<file path="src/design/drbe_cfg_pkg.sv">
package drbe_cfg_pkg;

	//////////////////////////////////////////////////
	// Array sizing defaults
	//////////////////////////////////////////////////

	localparam int N_LANES  = 4;
	localparam int N_SAMPLE = 16;

	// One I or Q component
	localparam int DATAWIDTH = 16;

	// Field widths
	localparam int SADDR_W = 8;
	localparam int DEST_W  = 8;
	localparam int ID_W    = 4;

	//////////////////////////////////////////////////
	// Width types
	//////////////////////////////////////////////////

	// I in the upper half, Q in the lower half
	typedef logic [2*DATAWIDTH-1:0] sample_t;

	// Limits a lane to 256 samples
	typedef logic [SADDR_W-1:0] saddr_t;

	typedef logic [DEST_W-1:0] dest_t;

	// Limits the array to 16 lanes
	typedef logic [ID_W-1:0] lc_id_t;

endpackage

</file>
<file path="src/design/drbe_pkt_pkg.sv">
package drbe_pkt_pkg;

	typedef enum logic {
		CMD_STREAM   = 1'b0,
		CMD_PREFETCH = 1'b1
	} cmd_kind_e;

	typedef enum logic {
		PKT_STREAM   = 1'b0,
		PKT_PREFETCH = 1'b1
	} pkt_kind_e;

	//////////////////////////////////////////////////
	// Packet layout, kind in the top bit
	//////////////////////////////////////////////////

	localparam int PKT_SAMPLE_LSB = 0;
	localparam int PKT_DEST_LSB   = PKT_SAMPLE_LSB + $bits(drbe_cfg_pkg::sample_t);
	localparam int PKT_ID_LSB     = PKT_DEST_LSB + $bits(drbe_cfg_pkg::dest_t);
	localparam int PKT_KIND_BIT   = PKT_ID_LSB + $bits(drbe_cfg_pkg::lc_id_t);
	localparam int PKT_W          = PKT_KIND_BIT + 1;

	typedef logic [PKT_W-1:0] packet_t;

	function automatic packet_t make_packet(
		input pkt_kind_e             kind,
		input drbe_cfg_pkg::lc_id_t  id,
		input drbe_cfg_pkg::dest_t   dest,
		input drbe_cfg_pkg::sample_t sample
	);
		return {kind, id, dest, sample};
	endfunction

	// Field extraction
	function automatic pkt_kind_e pkt_kind(input packet_t p);
		return pkt_kind_e'(p[PKT_KIND_BIT]);
	endfunction

	function automatic drbe_cfg_pkg::lc_id_t pkt_id(input packet_t p);
		return p[PKT_ID_LSB +: $bits(drbe_cfg_pkg::lc_id_t)];
	endfunction

	function automatic drbe_cfg_pkg::dest_t pkt_dest(input packet_t p);
		return p[PKT_DEST_LSB +: $bits(drbe_cfg_pkg::dest_t)];
	endfunction

	function automatic drbe_cfg_pkg::sample_t pkt_sample(input packet_t p);
		return p[PKT_SAMPLE_LSB +: $bits(drbe_cfg_pkg::sample_t)];
	endfunction

endpackage

</file>
<file path="src/design/sample_ram.sv">
`timescale 1ns/1ps

module sample_ram #(
	parameter int n_sample = drbe_cfg_pkg::N_SAMPLE
) (
	input  logic                  CLK,
	input  logic                  we,
	input  drbe_cfg_pkg::saddr_t  addr,
	input  drbe_cfg_pkg::sample_t wdata,
	input  logic                  re,
	output drbe_cfg_pkg::sample_t rdata
);
	import drbe_cfg_pkg::*;

	localparam int AW = (n_sample > 1) ? $clog2(n_sample) : 1;

	sample_t        mem [0:n_sample-1];
	logic [AW-1:0]  idx;
	logic           in_range;

	assign idx      = addr[AW-1:0];
	assign in_range = (addr < n_sample);

	// Out of range writes are ignored
	always_ff @(posedge CLK) begin
		if (we && in_range) begin
			mem[idx] <= wdata;
		end
	end

	// Read data holds until the next read
	always_ff @(posedge CLK) begin
		if (re) begin
			rdata <= mem[idx];
		end
	end

endmodule

</file>
<file path="src/design/local_controller.sv">
`timescale 1ns/1ps

module local_controller #(
	parameter int                   n_sample = drbe_cfg_pkg::N_SAMPLE,
	parameter drbe_cfg_pkg::lc_id_t lane_id  = '0
) (
	input  logic                    CLK,
	input  logic                    rst,
	input  logic                    load_valid,
	input  drbe_cfg_pkg::saddr_t    load_addr,
	input  drbe_cfg_pkg::sample_t   load_data,
	input  logic                    cmd_valid,
	input  drbe_pkt_pkg::cmd_kind_e cmd_kind,
	input  drbe_cfg_pkg::saddr_t    cmd_start,
	input  drbe_cfg_pkg::saddr_t    cmd_stop,
	input  drbe_cfg_pkg::dest_t     cmd_dest,
	input  logic                    cmd_wait,
	input  logic                    boundary_in,
	input  logic                    take,
	output logic                    pkt_valid,
	output drbe_pkt_pkg::packet_t   pkt,
	output logic                    pkt_last,
	output logic                    boundary_next,
	output logic                    busy
);
	import drbe_cfg_pkg::*;
	import drbe_pkt_pkg::*;

	typedef enum logic [1:0] {
		IDLE,
		WAIT_BOUNDARY,
		READ,
		DRAIN
	} state_e;

	// One bit wider than an address so a full pass of 256 fits
	typedef logic [$bits(saddr_t):0] count_t;

	state_e    state;
	cmd_kind_e kind_q;
	dest_t     dest_q;
	saddr_t    rd_addr;
	count_t    rd_left;
	logic      rd_pend;
	logic      rd_last;
	logic      slot_free;
	logic      rd_en;
	logic      move;
	logic      accept;
	logic      ram_we;
	saddr_t    ram_addr;
	sample_t   ram_rdata;
	pkt_kind_e kind_pkt;

	assign accept    = (state == IDLE) && cmd_valid;
	assign slot_free = !pkt_valid || take;
	assign rd_en     = (state == READ) && slot_free;
	assign move      = rd_pend && slot_free;
	assign busy      = (state != IDLE);
	assign kind_pkt  = (kind_q == CMD_PREFETCH) ? PKT_PREFETCH : PKT_STREAM;

	// Loads own the RAM port while idle
	assign ram_we   = load_valid && (state == IDLE);
	assign ram_addr = (state == IDLE) ? load_addr : rd_addr;

	sample_ram #(
		.n_sample(n_sample)
	) u_sample_ram (
		.CLK  (CLK),
		.we   (ram_we),
		.addr (ram_addr),
		.wdata(load_data),
		.re   (rd_en),
		.rdata(ram_rdata)
	);

	//////////////////////////////////////////////////
	// Control FSM
	//////////////////////////////////////////////////

	always_ff @(posedge CLK) begin
		if (rst) begin
			state   <= IDLE;
			rd_pend <= 1'b0;
		end else begin
			case (state)
				IDLE: begin
					if (cmd_valid) begin
						if (cmd_kind == CMD_STREAM && cmd_wait) begin
							state <= WAIT_BOUNDARY;
						end else begin
							state <= READ;
						end
					end
				end
				WAIT_BOUNDARY: begin
					if (boundary_in) begin
						state <= READ;
					end
				end
				READ: begin
					if (rd_en && rd_left == count_t'(1)) begin
						state <= DRAIN;
					end
				end
				DRAIN: begin
					if (take && pkt_last) begin
						state <= IDLE;
					end
				end
				default: state <= IDLE;
			endcase

			// RAM output register is the first item in flight
			if (rd_en) begin
				rd_pend <= 1'b1;
			end else if (move) begin
				rd_pend <= 1'b0;
			end
		end
	end

	// Command fields and the read address
	always_ff @(posedge CLK) begin
		if (accept) begin
			kind_q  <= cmd_kind;
			dest_q  <= cmd_dest;
			rd_addr <= cmd_start;
		end else if (rd_en) begin
			// Wrap at the block end for the circular stream
			rd_addr <= (rd_addr == saddr_t'(n_sample - 1)) ? '0 : rd_addr + 1'b1;
		end
	end

	always_ff @(posedge CLK) begin
		if (rst) begin
			rd_left <= '0;
			rd_last <= 1'b0;
		end else if (accept) begin
			if (cmd_kind == CMD_STREAM) begin
				rd_left <= count_t'(n_sample);
			end else begin
				rd_left <= count_t'(cmd_stop) - count_t'(cmd_start) + 1'b1;
			end
		end else if (rd_en) begin
			rd_left <= rd_left - 1'b1;
			rd_last <= (rd_left == count_t'(1));
		end
	end

	//////////////////////////////////////////////////
	// Packet slot
	//////////////////////////////////////////////////

	always_ff @(posedge CLK) begin
		if (rst) begin
			pkt_valid     <= 1'b0;
			pkt_last      <= 1'b0;
			boundary_next <= 1'b0;
		end else begin
			if (move) begin
				pkt_valid <= 1'b1;
				pkt_last  <= rd_last;
			end else if (take) begin
				pkt_valid <= 1'b0;
				pkt_last  <= 1'b0;
			end
			// Next lane may start once the last stream packet leaves
			boundary_next <= take && pkt_last && (kind_q == CMD_STREAM);
		end
	end

	always_ff @(posedge CLK) begin
		if (move) begin
			pkt <= make_packet(kind_pkt, lane_id, dest_q, ram_rdata);
		end
	end

	// A command for a busy lane would be lost
	a_cmd_idle: assert property (@(posedge CLK) disable iff (rst)
		cmd_valid |-> !busy);

	a_prefetch_range: assert property (@(posedge CLK) disable iff (rst)
		cmd_valid && cmd_kind == CMD_PREFETCH |->
			cmd_start <= cmd_stop && cmd_stop < n_sample);

endmodule

</file>
<file path="config.mk">
export PLATFORM = sky130hd
export DESIGN_NAME = local_controller
export DESIGN_NICKNAME = d
export VERILOG_FILES = /design/src/design/drbe_cfg_pkg.sv /design/src/design/drbe_pkt_pkg.sv /design/src/design/sample_ram.sv /design/src/design/local_controller.sv
export SDC_FILE = /design/constraint.sdc
export NUM_CORES = 1
export LEC_CHECK = 0
export ABC_AREA = 1
export BUFFER_PORTS_ARGS = -buffer_cell sky130_fd_sc_hd__buf_2
export CAP_MARGIN = 25
export CORE_UTILIZATION = 60
export CTS_BUF_LIST = sky130_fd_sc_hd__clkbuf_2 sky130_fd_sc_hd__clkbuf_4 sky130_fd_sc_hd__clkbuf_8
export DETAILED_ROUTE_END_ITERATION = 8
export MAX_ROUTING_LAYER = met4
export PLACE_DENSITY = 0.78
export SYNTH_ARGS = -nofsm -noshare
export SYNTH_HDL_FRONTEND = slang
export SYNTH_HIERARCHICAL = 1
export SYNTH_SLANG_ARGS = --single-unit
</file>
<file path="constraint.sdc">
create_clock -name CLK -period 5.56 [get_ports CLK]
set_input_delay 0.278 -clock CLK [delete_from_list [all_inputs] [get_ports CLK]]
set_output_delay 0.278 -clock CLK [all_outputs]
set_load 0.03 [all_outputs]
</file>
==> run summary, run 1 <==
Post-Synthesis Cell Area - 26100 um^2
CTS resizes - 0
max-cap violation count - 0
Worst EP required - 5.92 ns
cell taking the most area after synthesis - edfxtp_1
CTS HTree Levels - 3
post-route insts no fill - 3306
dpl cells - 3090
PortBufs - 116
Inserted Diodes - 0
post-synthesis sequential area ratio - 70.5%
Final setup viols - 0
Post-synth top cells - nand2_1 (1446), edfxtp_1 (602), inv_1 (118), nor2_1 (44), buf_2 (41)
endpoints failing hold - 0
Die Span Y - 210 um
clock transition at the registers of the reported paths - 0.06 ns
clock latency at the later pin of the worst-skew pair - 0.66 ns
# IOs - 121
Cells after Synth - 2464
Hold Path Class - in -> reg
Root Buffer - clkbuf_8
Synth warnings - 6
Worst Tran Pin Value - 1.06 ns
first-pass GRT wire length - 90900 um
vias per inst - 5.31
synthesis-to-layout area growth - 13.6%
clk buf depth - 3
crit path launch type - register
vias in the first global route - 17.2k
Detailed Place HPWL - 32600 um
initial antenna violation count - 0
Max Clock Skew - 0.0293 ns
Slew HR - 29.2%
Slew Limit Fails - 0
antenna-violating nets left - 0
failing checks - DRC
Global Route Usage Sum - 27.7%
wire per inst - 17.6 um
share of cells above drive strength 1 - 12.3%
ranking of synthesized cells by area - edfxtp_1 (69%), nand2_1 (21%), inv_1 (1.7%)
main flop type after synthesis - edfxtp_1
# rows - 76
Yosys cell types - 37
setup TNS - 0 ns
Num CTS Buffers - 96
final net count - 2742
first-iteration detailed-routing DRC count - 1797
status - finished, violations left
unrepaired setup endpoints after global routing - no
Max Freq - 0.230 GHz
largest net degree at the start of global routing - 102
Power Density - 497 nW/um^2
Die Wd - 210 um
Async S/R FF share, synth - 0%
critical path peak fanout - 88
most frequent cell after synthesis - nand2_1
syn_area_per_cell - 10.6 um^2
Starting Density - 60.7%
EDFF count, synth - 602
Tmin final - 4.35 ns
Yosys top cell area share - 69.3%
WP data arrival - 4.71 ns
crit end category - register
Residual DRC - 1
ratio of final minimum period to clock period - 78.2%
core box area - 43000 um^2
Leak - 12.5 nW
Routed WL - 58300 um
WS Path Type - reg -> reg
1st-pass router iterations - 8
die area - 44300 um^2
Yosys reg bits - 618
Peak VDD IR - 0.000310 V
gp weighted congestion - 0.847
Vias - 17.6k
# clock sinks - 618
gr ovfl total - 0
CTS tree - yes
power breakdown:
| group | switching, W | total [W] | internal, W |
|---|---|---|---|
| clock | 0.00171 | 0.00385 | 0.00214 |
| combinational | 0.00374 | 0.00511 | 0.00137 |
| sequential | 0.000131 | 0.00576 | 0.00563 |
path summary, 6_finish.rpt:
kind                         startpoint                       to  slack, ns  cells past startpoint
setup / recovery               state[0]   u_sample_ram/mem[0][0]       1.21                      9
setup reg to reg               state[0]   u_sample_ram/mem[0][0]       1.21                      9
hold / removal             load_data[1]  u_sample_ram/mem[12][1]       0.03                      1
hold reg to reg   u_sample_ram/rdata[0]                   pkt[0]       0.41                      0
state kept, by name, indices dropped and copies added (netlist names):
name and flops:
pkt 41, rd_last 1, dest_q 8, rd_left 9, boundary_next 1, u_sample_ram/mem 512
state 2, rd_pend 1, kind_q 1, pkt_valid 1, pkt_last 1, rd_addr 8
u_sample_ram/rdata 32
metal layers:
metal,global-route usage (%),vias to the layer above,part of all wire [%],wire (um)
met2,44.7,815,49,28500
met1,35.7,8253,41,23800
met5,-,-,0,0
met4,9.80,0,2.5,1480
met3,4.65,130,7.9,4630
li1,-,8352,-,-
worst max-delay path, stage by stage, from the launching register on:
cell and delay [ns]:
dfxtp_1 0.35, inv_1 0.12, ha_1 0.50, inv_2 0.12
nand2_1 0.13, nand2_4 0.39, inv_6 0.68, nand3_1 0.47
nor2_4 0.90, buf_4 0.32
metrics by stage:
step	worst slack (ns)	total power, W	instance area (um^2)	hold WS, ns	utilization, %
final	1.21	0.0147	29600	0.0345	68.9
after CTS	1.26	0.0147	29600	0.000970	68.8
after global routing	0.940	0.0156	29600	0.0168	68.9
after global placement	1.39	0.0107	27000	0.401	62.8
after detailed placement	1.29	0.0108	27200	0.405	63.3
after floorplan	2.04	0.00969	26100	0.377	-
kinds of logic after synthesis:
group	share of synthesized area, %
buffers and inverters	4.61
adders and majority gates	1.18
xor gates and xnor gates	0.168
DFF	70.5
and+or+nand+nor	22.3
AOI/OAI and AO/OA	1.16
other	0.0144
what timing repair did:
| item | 4_1_cts | 5_1_grt |
|---|---|---|
| hold buffers | 41 | 0 |
| hold endpoints to repair | 332 | 0 |
| setup buffers | 0 | 0 |
cells in the final DEF (no fill, tap or decap), types with 6 or more instances in the layout:
master and n:
clkinv_1 24, a21oi_1 21, inv_1 117, bufinv_16 7
buf_2 116, clkinvlp_4 6, nand3_1 24, buf_12 7
dlygate4sd3_1 41, nor2_4 21, nor2_1 25, ha_1 23
edfxtp_1 602, o21ai_1 6, clkinv_2 14, clkbuf_4 24
dfxtp_1 16, o21ai_0 15, nand2_1 1444, clkbuf_8 99
buf_4 19
layout make-up:
type | instances | area [um^2]
clock inverters | 50 | 410
fillers | 3027 | 13400
repair buffers | 188 | 1410
inverters | 124 | 477
multi-input cells | 1618 | 6650
flip-flops and latches | 618 | 18400
clock buffers | 123 | 1540
well taps | 585 | 732
Note: power is estimated with default switching activity, not from simulation.
==> run 2, diff against run 1 <==
--- a/config.mk
+++ b/config.mk
@@ -8,11 +8,11 @@
 export ABC_AREA = 1
 export BUFFER_PORTS_ARGS = -buffer_cell sky130_fd_sc_hd__buf_2
 export CAP_MARGIN = 25
-export CORE_UTILIZATION = 60
+export CORE_UTILIZATION = 58
 export CTS_BUF_LIST = sky130_fd_sc_hd__clkbuf_2 sky130_fd_sc_hd__clkbuf_4 sky130_fd_sc_hd__clkbuf_8
 export DETAILED_ROUTE_END_ITERATION = 8
 export MAX_ROUTING_LAYER = met4
-export PLACE_DENSITY = 0.78
+export PLACE_DENSITY = 0.79
 export SYNTH_ARGS = -nofsm -noshare
 export SYNTH_HDL_FRONTEND = slang
 export SYNTH_HIERARCHICAL = 1
==> constraint.sdc (replaced) <==
create_clock -name CLK -period 3.5 [get_ports CLK]
set_input_delay 0.175 -clock CLK [delete_from_list [all_inputs] [get_ports CLK]]
set_output_delay 0.175 -clock CLK [all_outputs]
set_load 0.03 [all_outputs]
==> run summary, run 2 (same netlist as run 1, synthesis figures left out) <==
PortBufs - 116
Routed WL - 59400 um
Largest stage delay, worst path - 0.47 ns
crit path launch type - register
clock latency at the later pin of the worst-skew pair - 0.66 ns
# rows - 77
final net count - 2772
Slew Limit Fails - 0
post-route insts no fill - 3348
first-iteration detailed-routing DRC count - 1720
gr ovfl total - 0
CTS resizes - 0
dpl cells - 3113
Worst EP required - 3.79 ns
Tmin final - 3.08 ns
antenna-violating nets left - 0
Root Buffer - clkbuf_8
core box area - 44300 um^2
setup TNS - 0 ns
CP max-delay cell - ha_1
status - complete, no violations
# IOs - 121
Max Clock Skew - 0.0189 ns
Detailed Place HPWL - 32100 um
unrepaired setup endpoints after global routing - no
largest net degree at the start of global routing - 189
wire per inst - 17.7 um
Final setup viols - 0
max reg flops - 512
commonest non-fill, non-tap cells in the layout - nand2_1 (1444), edfxtp_1 (602), inv_1 (117), buf_2 (116), clkbuf_8 (100)
CTS tree - yes
1st-pass router iterations - 7
Num CTS Buffers - 97
Peak VDD IR - 0.000936 V
Residual DRC - 0
Hold Path Class - in -> reg
critical path peak fanout - 24
endpoints failing hold - 0
hold path depth - 5
most common cell after layout, fill and taps aside - nand2_1
Max Freq - 0.325 GHz
max-cap violation count - 0
WS Path Type - reg -> reg
gp weighted congestion - 0.909
crit end category - register
most frequent cell on the critical path - buf_4
Slew HR - 29.9%
Worst Tran Pin Value - 1.05 ns
# clock sinks - 618
Power Density - 786 nW/um^2
Setup Fix Bufs, Post-CTS - 0
initial antenna violation count - 0
Largest Register - u_sample_ram/mem
Die Span Y - 214 um
Fillers - 3154
clk buf depth - 3
Inserted Diodes - 0
ratio of final minimum period to clock period - 87.9%
Vias - 17.6k
clock transition at the registers of the reported paths - 0.06 ns
WP data arrival - 3.37 ns
Leak - 12.7 nW
Starting Density - 58.8%
R2R depth - 10
Die Wd - 214 um
vias per inst - 5.26
Global Route Usage Sum - 27.1%
Tot Pwr - 0.0235 W
crit path cell chain - inv_1, ha_1, o21ai_0, nor2_1, nand2_1, nor3_1, buf_4, nand3_1, nor2_4, buf_4
die area - 45800 um^2
CTS HTree Levels - 3
first-pass GRT wire length - 93000 um
vias in the first global route - 17.6k
Util after Layout - 67.4%
synthesis-to-layout area growth - 14.5%
Hold-fix buffers, CTS - 56
share of cells above drive strength 1 - 12.8%
Regs by FF count - u_sample_ram/mem (512), pkt (41), u_sample_ram/rdata (32)
==> run 2: final cells by class <==
cell class                 instances  area [um^2]  share of cell area, %
timing repair buffer             217         1630                   5.46
sequential                       618        18400                   61.6
multi-input combinational       1618         6650                   22.3
inverter                         124          477                   1.60
clock buffer                     129         1590                   5.34
clock inverter                    50          363                   1.22
tap                              592          741                   2.48
==> run 2: critical path, delay by kind of cell (launching register included) <==
kind,cells,cell delay (ns)
AND/OR/NAND/NOR,5,0.94
AO/OA/AOI/OAI,1,0.20
adder cells (fa/ha/maj),1,0.47
buffers and inverters,3,0.75
flip-flops,1,0.34
==> run 2: final timing paths <==
check | startpoint | end | slack (ns)
worst max-delay path | state[0] | u_sample_ram/mem[9][8] | 0.42
worst min-delay path | cmd_stop[0] | rd_left[1] | 0.08
worst max register to register | state[0] | u_sample_ram/mem[9][8] | 0.42
worst min register to register | u_sample_ram/rdata[18] | pkt[18] | 0.42
==> run 2: through the flow <==
step / hold WS (ns) / setup WS, ns / area, um^2
floorplan: 0.274 / -0.0195 / 26100
global placement: 0.353 / 0.457 / 27300
global route: 0.106 / 0.277 / 29800
detailed placement: 0.353 / 0.496 / 27300
CTS: 0.0397 / 0.466 / 29800
finish: 0.0845 / 0.424 / 29800
==> run 2: per-layer routing <==
layer  global-route usage, %  share of wire [%]
met1                    34.4                 41
met2                    43.0                 48
met3                    4.99                8.0
met4                    11.8                3.1
met5                       -                  0
==> run 2: where the power goes <==
group	switching [W]	internal [W]	total [W]	leakage [nW]
Combinational	0.00586	0.00227	0.00813	6.07
Clock	0.00276	0.00334	0.00610	1.02
Sequential	0.000266	0.00896	0.00922	5.57
Total	0.00888	0.0146	0.0235	12.7
