$ cat src/design/drbe_cfg_pkg.sv
package drbe_cfg_pkg;

	//////////////////////////////////////////////////
	// Array sizing defaults
	//////////////////////////////////////////////////

	localparam int N_LANES  = 4;
	localparam int N_SAMPLE = 16;

	// One I or Q component
	localparam int DATAWIDTH = 16;

	// Field widths
	localparam int SADDR_W = 8;
	localparam int DEST_W  = 8;
	localparam int ID_W    = 4;

	//////////////////////////////////////////////////
	// Width types
	//////////////////////////////////////////////////

	// I in the upper half, Q in the lower half
	typedef logic [2*DATAWIDTH-1:0] sample_t;

	// Limits a lane to 256 samples
	typedef logic [SADDR_W-1:0] saddr_t;

	typedef logic [DEST_W-1:0] dest_t;

	// Limits the array to 16 lanes
	typedef logic [ID_W-1:0] lc_id_t;

endpackage

$ cat src/design/drbe_pkt_pkg.sv
package drbe_pkt_pkg;

	typedef enum logic {
		CMD_STREAM   = 1'b0,
		CMD_PREFETCH = 1'b1
	} cmd_kind_e;

	typedef enum logic {
		PKT_STREAM   = 1'b0,
		PKT_PREFETCH = 1'b1
	} pkt_kind_e;

	//////////////////////////////////////////////////
	// Packet layout, kind in the top bit
	//////////////////////////////////////////////////

	localparam int PKT_SAMPLE_LSB = 0;
	localparam int PKT_DEST_LSB   = PKT_SAMPLE_LSB + $bits(drbe_cfg_pkg::sample_t);
	localparam int PKT_ID_LSB     = PKT_DEST_LSB + $bits(drbe_cfg_pkg::dest_t);
	localparam int PKT_KIND_BIT   = PKT_ID_LSB + $bits(drbe_cfg_pkg::lc_id_t);
	localparam int PKT_W          = PKT_KIND_BIT + 1;

	typedef logic [PKT_W-1:0] packet_t;

	function automatic packet_t make_packet(
		input pkt_kind_e             kind,
		input drbe_cfg_pkg::lc_id_t  id,
		input drbe_cfg_pkg::dest_t   dest,
		input drbe_cfg_pkg::sample_t sample
	);
		return {kind, id, dest, sample};
	endfunction

	// Field extraction
	function automatic pkt_kind_e pkt_kind(input packet_t p);
		return pkt_kind_e'(p[PKT_KIND_BIT]);
	endfunction

	function automatic drbe_cfg_pkg::lc_id_t pkt_id(input packet_t p);
		return p[PKT_ID_LSB +: $bits(drbe_cfg_pkg::lc_id_t)];
	endfunction

	function automatic drbe_cfg_pkg::dest_t pkt_dest(input packet_t p);
		return p[PKT_DEST_LSB +: $bits(drbe_cfg_pkg::dest_t)];
	endfunction

	function automatic drbe_cfg_pkg::sample_t pkt_sample(input packet_t p);
		return p[PKT_SAMPLE_LSB +: $bits(drbe_cfg_pkg::sample_t)];
	endfunction

endpackage

$ cat src/design/glob_dispatch.sv
`timescale 1ns/1ps

module glob_dispatch #(
	parameter int n_lanes = drbe_cfg_pkg::N_LANES
) (
	input  logic                    CLK,
	input  logic                    rst,
	input  logic                    load_valid,
	input  drbe_cfg_pkg::lc_id_t    load_id,
	input  drbe_cfg_pkg::saddr_t    load_addr,
	input  drbe_cfg_pkg::sample_t   load_data,
	input  logic                    cmd_valid,
	input  drbe_cfg_pkg::lc_id_t    cmd_id,
	input  drbe_pkt_pkg::cmd_kind_e cmd_kind,
	input  drbe_cfg_pkg::saddr_t    cmd_start,
	input  drbe_cfg_pkg::saddr_t    cmd_stop,
	input  drbe_cfg_pkg::dest_t     cmd_dest,
	input  logic                    cmd_wait,
	output logic [n_lanes-1:0]      lane_load_valid,
	output drbe_cfg_pkg::saddr_t    lane_load_addr,
	output drbe_cfg_pkg::sample_t   lane_load_data,
	output logic [n_lanes-1:0]      lane_cmd_valid,
	output drbe_pkt_pkg::cmd_kind_e lane_cmd_kind,
	output drbe_cfg_pkg::saddr_t    lane_cmd_start,
	output drbe_cfg_pkg::saddr_t    lane_cmd_stop,
	output drbe_cfg_pkg::dest_t     lane_cmd_dest,
	output logic                    lane_cmd_wait
);
	import drbe_cfg_pkg::*;

	logic [n_lanes-1:0] load_hot;
	logic [n_lanes-1:0] cmd_hot;

	// Ids past the last lane match no bit
	always_comb begin
		for (int i = 0; i < n_lanes; i++) begin
			load_hot[i] = load_valid && (load_id == lc_id_t'(i));
			cmd_hot[i]  = cmd_valid && (cmd_id == lc_id_t'(i));
		end
	end

	always_ff @(posedge CLK) begin
		if (rst) begin
			lane_load_valid <= '0;
			lane_cmd_valid  <= '0;
		end else begin
			lane_load_valid <= load_hot;
			lane_cmd_valid  <= cmd_hot;
		end
	end

	// Broadcast fields to every lane
	always_ff @(posedge CLK) begin
		if (load_valid) begin
			lane_load_addr <= load_addr;
			lane_load_data <= load_data;
		end
		if (cmd_valid) begin
			lane_cmd_kind  <= cmd_kind;
			lane_cmd_start <= cmd_start;
			lane_cmd_stop  <= cmd_stop;
			lane_cmd_dest  <= cmd_dest;
			lane_cmd_wait  <= cmd_wait;
		end
	end

	a_lane_strobe: assert property (@(posedge CLK) disable iff (rst)
		$onehot0(lane_load_valid) && $onehot0(lane_cmd_valid));

endmodule

$ cat config.mk
export PLATFORM = sky130hd
export DESIGN_NAME = glob_dispatch
export DESIGN_NICKNAME = d
export VERILOG_FILES = /design/src/design/drbe_cfg_pkg.sv /design/src/design/drbe_pkt_pkg.sv /design/src/design/glob_dispatch.sv
export SDC_FILE = /design/constraint.sdc
export NUM_CORES = 1
export LEC_CHECK = 0
export BUFFER_PORTS_ARGS = -buffer_cell sky130_fd_sc_hd__buf_2
export CORE_AREA = 2 2 75 77
export CTS_CLUSTER_SIZE = 20
export DETAILED_ROUTE_END_ITERATION = 10
export DIE_AREA = 0 0 77 79
export HOLD_SLACK_MARGIN = 0.03
export PLACE_DENSITY = 0.81
export SLEW_MARGIN = 5
export SYNTH_ARGS = -nofsm -noshare
export SYNTH_HDL_FRONTEND = slang
export SYNTH_SLANG_ARGS = --single-unit
$ cat constraint.sdc
create_clock -name CLK -period 2.64 [get_ports CLK]
set_input_delay 0.132 -clock CLK [delete_from_list [all_inputs] [get_ports CLK]]
set_output_delay 0.132 -clock CLK [all_outputs]
set_load 0.01 [all_outputs]
==> summary.md, run 1 <==
| Metric | Value |
|---|---|
| Hold path cells | 3 |
| Combinational power share | 11.9% |
| Post-route minimum period | 1.67 ns |
| VDD IR-drop max | 0.584 mV |
| CP cell instances | buf_2 -> or4b_4 -> nor3_1 -> dlygate4sd3_1 |
| #FFs+latches synth | 74 |
| Max-cap viol count | 0 |
| Share of layout cells above drive strength 1 | 50.9% |
| Setup crit end kind | register |
| Htree depth | 3 |
| Bufs and invs on worst path | 2 |
| Total gr overflow | 0 |
| Antenna violations before repair | 0 |
| Slowest-stage cell, CP | dlygate4sd3_1 |
| Vias | 1719 |
| HP Start | load_id[2] |
| Largest net degree at the start of global routing | 43 |
| Seq/Total Area, Yosys | 95.8% |
| Status | complete, no violations |
| Post-Route WL | 6090 um |
| Post-synth cell types | 10 |
| Area contributors post-synth | edfxtp_1, dfxtp_1, nor3b_2 |
| Avg WL per Cell | 15.4 um |
| HPWL Detailed | 3400 um |
| Worst slew pin tran | 0.899 ns |
| WP data arrival | 1.94 ns |
| Crit path from | cmd_valid |
| Hold endpoint | lane_load_valid[3]$_SDFF_PP0_ |
| Antenna diodes | 0 |
| Synth Area in Adders | 0% |
| Ys Warns | 0 |
| Final total power | 2480 uW |
| Internal power | 1960 uW |
| Post-Synth XOR/XNOR Area | 0% |
| Syn Area/Cell | 25.4 um^2 |
| Die Wd | 77 um |
| All-layer global routing usage | 20.7% |
| Relative slew margins | 40.1% |
| Post-route ant nets | 0 |
| Synth Area in Simple Gates | 4.20% |
| CP required | 2.91 ns |
| Initial Util | 41.9% |
| Commonest non-fill, non-tap cell in the layout | buf_2 |
| P_sw | 517 uW |
| Post-route cell area | 3950 um^2 |
| Cell area after placement | 3080 um^2 |
| Register clock-pin slew on the reported worst setup and hold paths | 0.07 ns |
| Mux contribution to synthesized area | 0% |
| Final Hold Fails | 0 |
| Top-area cell type share of the netlist area | 88.6% |
| Pins Over Slew Limit | 0 |
| FMAX | 0.598 GHz |
| Seq pwr share | 56.1% |
| CP delay by family, top | buffers and inverters |
| Final net count | 397 |
| Final Non-Filler Cells | 396 |
| Final setup fails | 0 |
| Most frequent cells in the layout | buf_2, dlygate4sd3_1, edfxtp_1 |
| Critical path class | in2reg |
| Compound-Gate Fraction of Synth Area | 0% |
| Clk buf depth | 2 |
| First-pass detailed-route iteration total | 4 |
| CTS Root Cell | clkbuf_8 |
| Cell taking the most area after synthesis | edfxtp_1 |
| IO Pins | 152 |
| Vias in the first global route | 1956 |
| Synth Cell Area | 2240 um^2 |
| Die ar. | 6080 um^2 |
| Initial DRC Count | 61 |
| Cell Rows | 27 |
| Placed Cells | 311 |
| P_leak | 0.00172 uW |
| Layout area overhead | 76.7% |
| Switch share | 20.9% |
| Drt drc | 0 |
| Clock share of power | 32.1% |
| Mapped Cells | 88 |
| RD Place Congestion | 0.739 |
| Port Buffers | 151 |
| Worst hold path type | in2reg |
| Syn nets | 166 |
| CTS tree | yes |
| Power Density | 627 nW/um^2 |
| Critical path depth | 4 |
| First-pass GRT wire length | 9200 um |
| CP Launch Type | primary input |
| TNS Setup | 0 ns |
| Num CTS Buffers | 9 |
| Clock sinks | 74 |
| Main combinational cell family by area after synthesis | simple AND/OR/NAND/NOR gates |
| Die Y-Extent | 79 um |
| Vias per cell | 4.34 |
| Core area | 5340 um^2 |
| Period utilisation layout | 63.4% |
| Crit path largest cell delay | 0.58 ns |
| RSZ-0062 raised after global routing | no |
| Post-CTS sizing | 0 |
| Critical-path maximum fanout | 27 |
-- what timing repair did --
| action | CTS | global route |
|---|---|---|
| hold endpoints to repair | 69 | 0 |
| hold buffers | 69 | 0 |
| buffers inserted | 0 | 0 |
-- cells in the mapped netlist --
library cell  count
or4b_4            1
nand2b_1          1
nor3_1            1
nand2_1           2
dfxtp_1           8
edfxtp_1         66
nor2_1            5
or4b_1            1
or4_1             1
nor3b_2           2
-- cell families after synthesis --
kind of cell and count (synthesis):
flip-flops 74, AND/OR/NAND/NOR 14
-- cell type report --
cell class	instances	area [um^2]
fillers	331	1390
multi-input cells	14	93.8
repair buffers	220	1450
well taps	72	90.1
clock buffers	12	135
flip-flops and latches	74	2140
clock inverters	4	42.5
-- how the worst max path moves through the flow --
| stage | end |
|---|---|
| CTS | lane_cmd_valid[0]$_SDFF_PP0_ |
| floorplan | lane_cmd_valid[2]$_SDFF_PP0_ |
| global route | lane_cmd_valid[0]$_SDFF_PP0_ |
| finish | lane_cmd_valid[0]$_SDFF_PP0_ |
| global placement | lane_cmd_valid[2]$_SDFF_PP0_ |
| detailed placement | lane_cmd_valid[2]$_SDFF_PP0_ |
-- power groups by stage --
stage               clock network [uW]  logic [uW]  registers, uW
finish                             793         293           1390
global route                       860         315           1400
CTS                                810         287           1390
detailed placement                   0         210           1410
global placement                     0         206           1410
floorplan                            0        4.83           1460
-- stage by stage --
stage | utilization [%] | setup slack (ns) | hold WS, ns
final | 74.0 | 0.968 | 0.0851
after detailed placement | 57.7 | 1.23 | 0.310
after floorplan | - | 1.72 | 0.202
after CTS | 74.0 | 1.11 | 0.0372
after global routing | 74.0 | 0.941 | 0.0808
after global placement | 57.7 | 1.27 | 0.308
-- flip-flops by register name, indices dropped and copies added, names as in the netlist --
register         count
lane_cmd_dest        8
lane_cmd_kind        1
lane_cmd_start       8
lane_cmd_stop        8
lane_cmd_valid       4
lane_cmd_wait        1
lane_load_addr       8
lane_load_data      32
lane_load_valid      4
-- tightest hold or removal path: stages --
cell and delay [ns]:
buf_2 0.08, or4b_1 0.12, nor2_1 0.04
-- routing by layer --
layer | up-vias | GRT usage [%] | wire length (um)
li1 | 809 | - | -
met1 | 794 | 21.1 | 2150
met2 | 106 | 36.9 | 3160
met3 | 10 | 9.77 | 708
met4 | 0 | 8.04 | 66
met5 | - | 0 | 0
Note: power is estimated with default switching activity, not from simulation.
==> inputs of run 2 (changes only) <==
--- a/config.mk
+++ b/config.mk
@@ -6,12 +6,12 @@
 export NUM_CORES = 1
 export LEC_CHECK = 0
 export BUFFER_PORTS_ARGS = -buffer_cell sky130_fd_sc_hd__buf_2
-export CORE_AREA = 2 2 75 77
+export CORE_AREA = 2 2 81 83
 export CTS_CLUSTER_SIZE = 20
 export DETAILED_ROUTE_END_ITERATION = 10
-export DIE_AREA = 0 0 77 79
+export DIE_AREA = 0 0 83 85
 export HOLD_SLACK_MARGIN = 0.03
-export PLACE_DENSITY = 0.81
+export PLACE_DENSITY = 0.73
 export SLEW_MARGIN = 5
 export SYNTH_ARGS = -nofsm -noshare
 export SYNTH_HDL_FRONTEND = slang
==> constraint.sdc (replaced) <==
create_clock -name CLK -period 1.4 [get_ports CLK]
set_input_delay 0.07 -clock CLK [delete_from_list [all_inputs] [get_ports CLK]]
set_output_delay 0.07 -clock CLK [all_outputs]
set_load 0.01 [all_outputs]
==> summary.md, run 2 (synthesis gave the netlist of run 1 again) <==
| Metric | Value |
|---|---|
| Total gr overflow | 0 (unchanged) |
| HPWL Detailed | 4260 um (was 3400 um) |
| Setup crit end kind | register (unchanged) |
| Clk buf depth | 2 (unchanged) |
| P_sw | 1050 uW (was 517 uW) |
| Placed Cells | 318 (was 311) |
| Post-CTS sizing | 0 (unchanged) |
| Antenna diodes | 0 (unchanged) |
| Antenna violations before repair | 0 (unchanged) |
| Post-Route WL | 6490 um (was 6090 um) |
| Worst hold path type | in2reg (unchanged) |
| Post-route ant nets | 0 (unchanged) |
| Relative slew margins | 78.7% (was 40.1%) |
| VDD IR-drop max | 0.790 mV (was 0.584 mV) |
| Final core utilization | 66.3% (was 74.0%) |
| Final total power | 5170 uW (was 2480 uW) |
| TNS Setup | 0 ns (unchanged) |
| Post-route minimum period | 1.23 ns |
| Critical-path maximum fanout | 4 (was 27) |
| Final Hold Fails | 0 (unchanged) |
| Final net count | 404 (was 397) |
| Cell Rows | 29 (was 27) |
| All-layer global routing usage | 18.5% (was 20.7%) |
| Core area | 6200 um^2 (was 5340 um^2) |
| Most flops, register | lane_load_data (unchanged) |
| Clock share of power | 38.3% (was 32.1%) |
| Worst slew pin tran | 0.319 ns (was 0.899 ns) |
| WP data arrival | 1.44 ns (was 1.94 ns) |
| HP Start | cmd_id[3] (was load_id[2]) |
| RD Place Congestion | 0.755 (was 0.739) |
| First-pass GRT wire length | 9610 um (was 9200 um) |
| Status | complete, no violations (unchanged) |
| IO Pins | 152 (unchanged) |
| Num CTS Buffers | 9 (unchanged) |
| Drt drc | 0 (unchanged) |
| Port Buffers | 151 (unchanged) |
| Die Y-Extent | 85 um (was 79 um) |
| Post-CTS Setup Bufs | 0 (unchanged) |
| Vias in the first global route | 1873 (was 1956) |
| RSZ-0062 raised after global routing | no (unchanged) |
| P_leak | 0.00179 uW (was 0.00172 uW) |
| Pins Over Slew Limit | 0 (unchanged) |
| Crit path from | cmd_id[0] (was cmd_valid) |
| Commonest non-fill, non-tap cell in the layout | buf_2 (unchanged) |
| Htree depth | 3 (unchanged) |
| Largest net degree at the start of global routing | 43 (unchanged) |
| PnR worst setup slack | 0.170 ns (was 0.968 ns) |
| Critical path class | in2reg (unchanged) |
| Avg WL per Cell | 15.9 um (was 15.4 um) |
| Internal power | 4120 uW (was 1960 uW) |
| FMAX | 0.813 GHz |
| Pre-CTS setup slack | 0.372 ns (was 1.23 ns) |
| Layout area overhead | 83.9% (was 76.7%) |
| Vias per cell | 4.35 (was 4.34) |
| Vias | 1776 (was 1719) |
| Share of layout cells above drive strength 1 | 51.7% (was 50.9%) |
| CP Launch Type | primary input (unchanged) |
| Max reg flops | 32 (unchanged) |
| CTS Root Cell | clkbuf_8 (unchanged) |
| Period utilisation layout | 87.8% |
| Final Non-Filler Cells | 408 (was 396) |
| Switch share | 20.3% (was 20.9%) |
| Seq pwr share | 50.6% (was 56.1%) |
| CP required | 1.62 ns (was 2.91 ns) |
| Die Wd | 83 um (was 77 um) |
| Final setup fails | 0 (unchanged) |
| Initial DRC Count | 71 (was 61) |
| Combinational power share | 11.0% (was 11.9%) |
| Max-cap viol count | 0 (unchanged) |
| CTS tree | yes (unchanged) |
| Clock sinks | 74 (unchanged) |
| Register clock-pin slew on the reported worst setup and hold paths | 0.08 ns (was 0.07 ns) |
| Initial Util | 36.0% (was 41.9%) |
| Most frequent cells in the layout | buf_2, dlygate4sd3_1, edfxtp_1 (unchanged) |
| First-pass detailed-route iteration total | 4 (unchanged) |
| Die ar. | 7060 um^2 (was 6080 um^2) |
| Power Density | 1260 nW/um^2 (was 627 nW/um^2) |
run 2: repair_timing:
item                                    in CTS  in global routing
endpoints found under the setup margin       0                  0
hold buffers                                73                  1
endpoints found under the hold margin       74                  1
run 2: path summary, 6_finish.rpt:
kind | slack, ns | cells past startpoint | to
max | 0.17 | 4 | lane_cmd_valid[1]$_SDFF_PP0_
min | 0.05 | 3 | lane_cmd_valid[0]$_SDFF_PP0_
run 2: metrics by stage:
stage                     instance area [um^2]  hold slack (ns)
final                                     4110           0.0539
after global routing                      4110           0.0369
after CTS                                 4100           0.0323
after detailed placement                  3120            0.248
after global placement                    3120            0.247
after floorplan                           2240            0.140
run 2: power groups by stage:
stage / clock network (uW) / registers (uW) / logic [uW]
after floorplan: 0 / 2760 / 9.11
after global placement: 0 / 2660 / 407
after detailed placement: 0 / 2670 / 413
after CTS: 2040 / 2620 / 568
after global routing: 2150 / 2630 / 609
final: 1980 / 2620 / 570
run 2: per-layer routing:
metal | up-vias | GRT usage, % | routed length, um
met3 | 17 | 7.30 | 583
met4 | 0 | 9.39 | 195
met5 | - | 0 | 0
li1 | 821 | - | -
met1 | 828 | 20.4 | 2440
met2 | 110 | 31.2 | 3270
run 2: worst max-delay path, cell delays in order:
cell	delay [ns]
dlygate4sd3_1	0.52
buf_2	0.14
nor3b_2	0.15
dlygate4sd3_1	0.56
run 2: layout make-up:
cell class,count,area [um^2]
Fill cell,435,2090
Timing Repair Buffer,227,1520
Clock buffer,12,178
Multi-Input combinational cell,14,93.8
Clock inverter,4,77.6
Tap cell,77,96.3
Sequential cell,74,2140
==> inputs of run 3 (changes only) <==
--- a/config.mk
+++ b/config.mk
@@ -11,8 +11,9 @@
 export DETAILED_ROUTE_END_ITERATION = 10
 export DIE_AREA = 0 0 83 85
 export HOLD_SLACK_MARGIN = 0.03
-export PLACE_DENSITY = 0.73
+export PLACE_DENSITY = 0.74
 export SLEW_MARGIN = 5
 export SYNTH_ARGS = -nofsm -noshare
 export SYNTH_HDL_FRONTEND = slang
 export SYNTH_SLANG_ARGS = --single-unit
+export TNS_END_PERCENT = 100
==> summary.md, run 3 (synthesis gave the netlist of run 1 again) <==
| Metric | Value |
|---|---|
| Avg WL per Cell | 15.0 um (was 15.9 um) |
| Antenna diodes | 0 (unchanged) |
| Die Wd | 83 um (unchanged) |
| Share of layout cells above drive strength 1 | 51.2% (was 51.7%) |
| First-pass GRT wire length | 9310 um (was 9610 um) |
| FMAX | 0.788 GHz (was 0.813 GHz) |
| CTS Root Cell | clkbuf_8 (unchanged) |
| Worst slew pin tran | 0.309 ns (was 0.319 ns) |
| Htree depth | 3 (unchanged) |
| Final total power | 4730 uW (was 5170 uW) |
| Port Buffers | 151 (unchanged) |
| Die Y-Extent | 85 um (unchanged) |
| Max-cap viol count | 0 (unchanged) |
| Register clock-pin slew on the reported worst setup and hold paths | 0.07 ns (was 0.08 ns) |
| RSZ-0062 raised after global routing | no (unchanged) |
| Vias | 1719 (was 1776) |
| Initial Util | 36.0% (unchanged) |
| Post-CTS sizing | 0 (unchanged) |
| CP required | 1.62 ns (about the same) |
| Fin Hold WS | 0.0441 ns (was 0.0539 ns) |
| Die ar. | 7060 um^2 (unchanged) |
| Relative slew margins | 79.4% (was 78.7%) |
| Pre-CTS setup slack | 0.412 ns (was 0.372 ns) |
| Most flops, register | lane_load_data (unchanged) |
| Seq pwr share | 55.4% (was 50.6%) |
| First-pass detailed-route iteration total | 4 (unchanged) |
| Vias in the first global route | 1912 (was 1873) |
| Period utilisation layout | 90.6% (was 87.8%) |
| Final Hold Fails | 0 (unchanged) |
| Initial DRC Count | 77 (was 71) |
| CP Launch Type | primary input (unchanged) |
| Worst hold path type | in2reg (unchanged) |
| Max reg flops | 32 (unchanged) |
| Largest net degree at the start of global routing | 43 (unchanged) |
| Final net count | 405 (was 404) |
| RD Place Congestion | 0.716 (was 0.755) |
| Setup crit end kind | register (unchanged) |
| Switch share | 21.4% (was 20.3%) |
| P_sw | 1010 uW (was 1050 uW) |
| Final setup fails | 0 (unchanged) |
| Antenna violations before repair | 0 (unchanged) |
| Num CTS Buffers | 9 (unchanged) |
| Layout area overhead | 81.3% (was 83.9%) |
| Total gr overflow | 0 (unchanged) |
| VDD IR-drop max | 0.700 mV (was 0.790 mV) |
| P_leak | 0.00176 uW (was 0.00179 uW) |
| Critical path class | in2reg (unchanged) |
| Most frequent cells in the layout | buf_2, dlygate4sd3_1, edfxtp_1 (unchanged) |
| Commonest non-fill, non-tap cell in the layout | buf_2 (unchanged) |
| IO Pins | 152 (unchanged) |
| Combinational power share | 11.9% (was 11.0%) |
| Post-Route WL | 6130 um (was 6490 um) |
| Critical-path maximum fanout | 4 (unchanged) |
| WP data arrival | 1.49 ns (was 1.44 ns) |
| TNS Setup | 0 ns (unchanged) |
| Clk buf depth | 2 (unchanged) |
| Worst Setup EP | lane_cmd_valid[2]$_SDFF_PP0_ (was lane_cmd_valid[1]$_SDFF_PP0_) |
| Core area | 6200 um^2 (unchanged) |
| Status | complete, no violations (unchanged) |
| All-layer global routing usage | 17.9% (was 18.5%) |
| Clock share of power | 32.7% (was 38.3%) |
| Pins Over Slew Limit | 0 (unchanged) |
| Internal power | 3710 uW (was 4120 uW) |
| Drt drc | 0 (unchanged) |
| Placed Cells | 318 (unchanged) |
| Post-route ant nets | 0 (unchanged) |
| Vias per cell | 4.20 (was 4.35) |
| Cell Rows | 29 (unchanged) |
| CTS tree | yes (unchanged) |
| Power Density | 1170 nW/um^2 (was 1260 nW/um^2) |
| Crit path from | cmd_id[1] (was cmd_id[0]) |
| PnR worst setup slack | 0.131 ns (was 0.170 ns) |
| Final Non-Filler Cells | 409 (was 408) |
| Post-route minimum period | 1.27 ns (was 1.23 ns) |
| Clock sinks | 74 (unchanged) |
[run 3: worst min-delay path by stage]
stage,from,slack [ns],cells after the start,endpoint
3_5_place_dp,load_data[8],0.25,1,lane_load_data[8]$_DFFE_PP_
4_1_cts,cmd_id[3],0.03,3,lane_cmd_valid[3]$_SDFF_PP0_
5_1_grt,cmd_id[3],0.03,3,lane_cmd_valid[3]$_SDFF_PP0_
2_1_floorplan,cmd_id[1],0.14,1,lane_cmd_valid[1]$_SDFF_PP0_
6_report,cmd_id[3],0.04,3,lane_cmd_valid[3]$_SDFF_PP0_
3_3_place_gp,load_data[12],0.25,1,lane_load_data[12]$_DFFE_PP_
[run 3: repair_timing]
item / 4_1_cts / 5_1_grt
buffers inserted: 0 / 0
hold buffers: 75 / 0
endpoints found under the hold margin: 74 / 0
setup endpoints to repair: 0 / 0
[run 3: worst max-delay path, cell delays in order]
cell,delay [ns]
dlygate4sd3_1,0.56
buf_2,0.16
nor3b_2,0.15
dlygate4sd3_1,0.54
[run 3: metrics by stage]
step | cell area, um^2 | util, %
floorplan | 2240 | -
global placement | 3120 | 50.2
detailed placement | 3120 | 50.2
CTS | 4050 | 65.3
global route | 4050 | 65.3
finish | 4050 | 65.3
[run 3: routing by layer]
metal	wire length, um	up-vias	GRT usage (%)
met2	3130	123	31.1
met4	90	0	7.90
met1	2240	767	18.4
li1	-	823	-
met3	658	6	8.85
met5	0	-	0
[run 3: power groups by stage]
stage | registers, uW | logic (uW) | clock network (uW)
floorplan | 2760 | 9.11 | 0
global placement | 2660 | 400 | 0
detailed placement | 2670 | 407 | 0
CTS | 2620 | 562 | 1580
global route | 2630 | 605 | 1700
finish | 2620 | 565 | 1540
[run 3: cell type report]
type                       count  area (um^2)
clock inverter                 5         56.3
fill                         426         2150
sequential                    74         2140
tap                           77         96.3
timing repair buffer         228         1530
clock buffer                  11          131
multi-input combinational     14         93.8
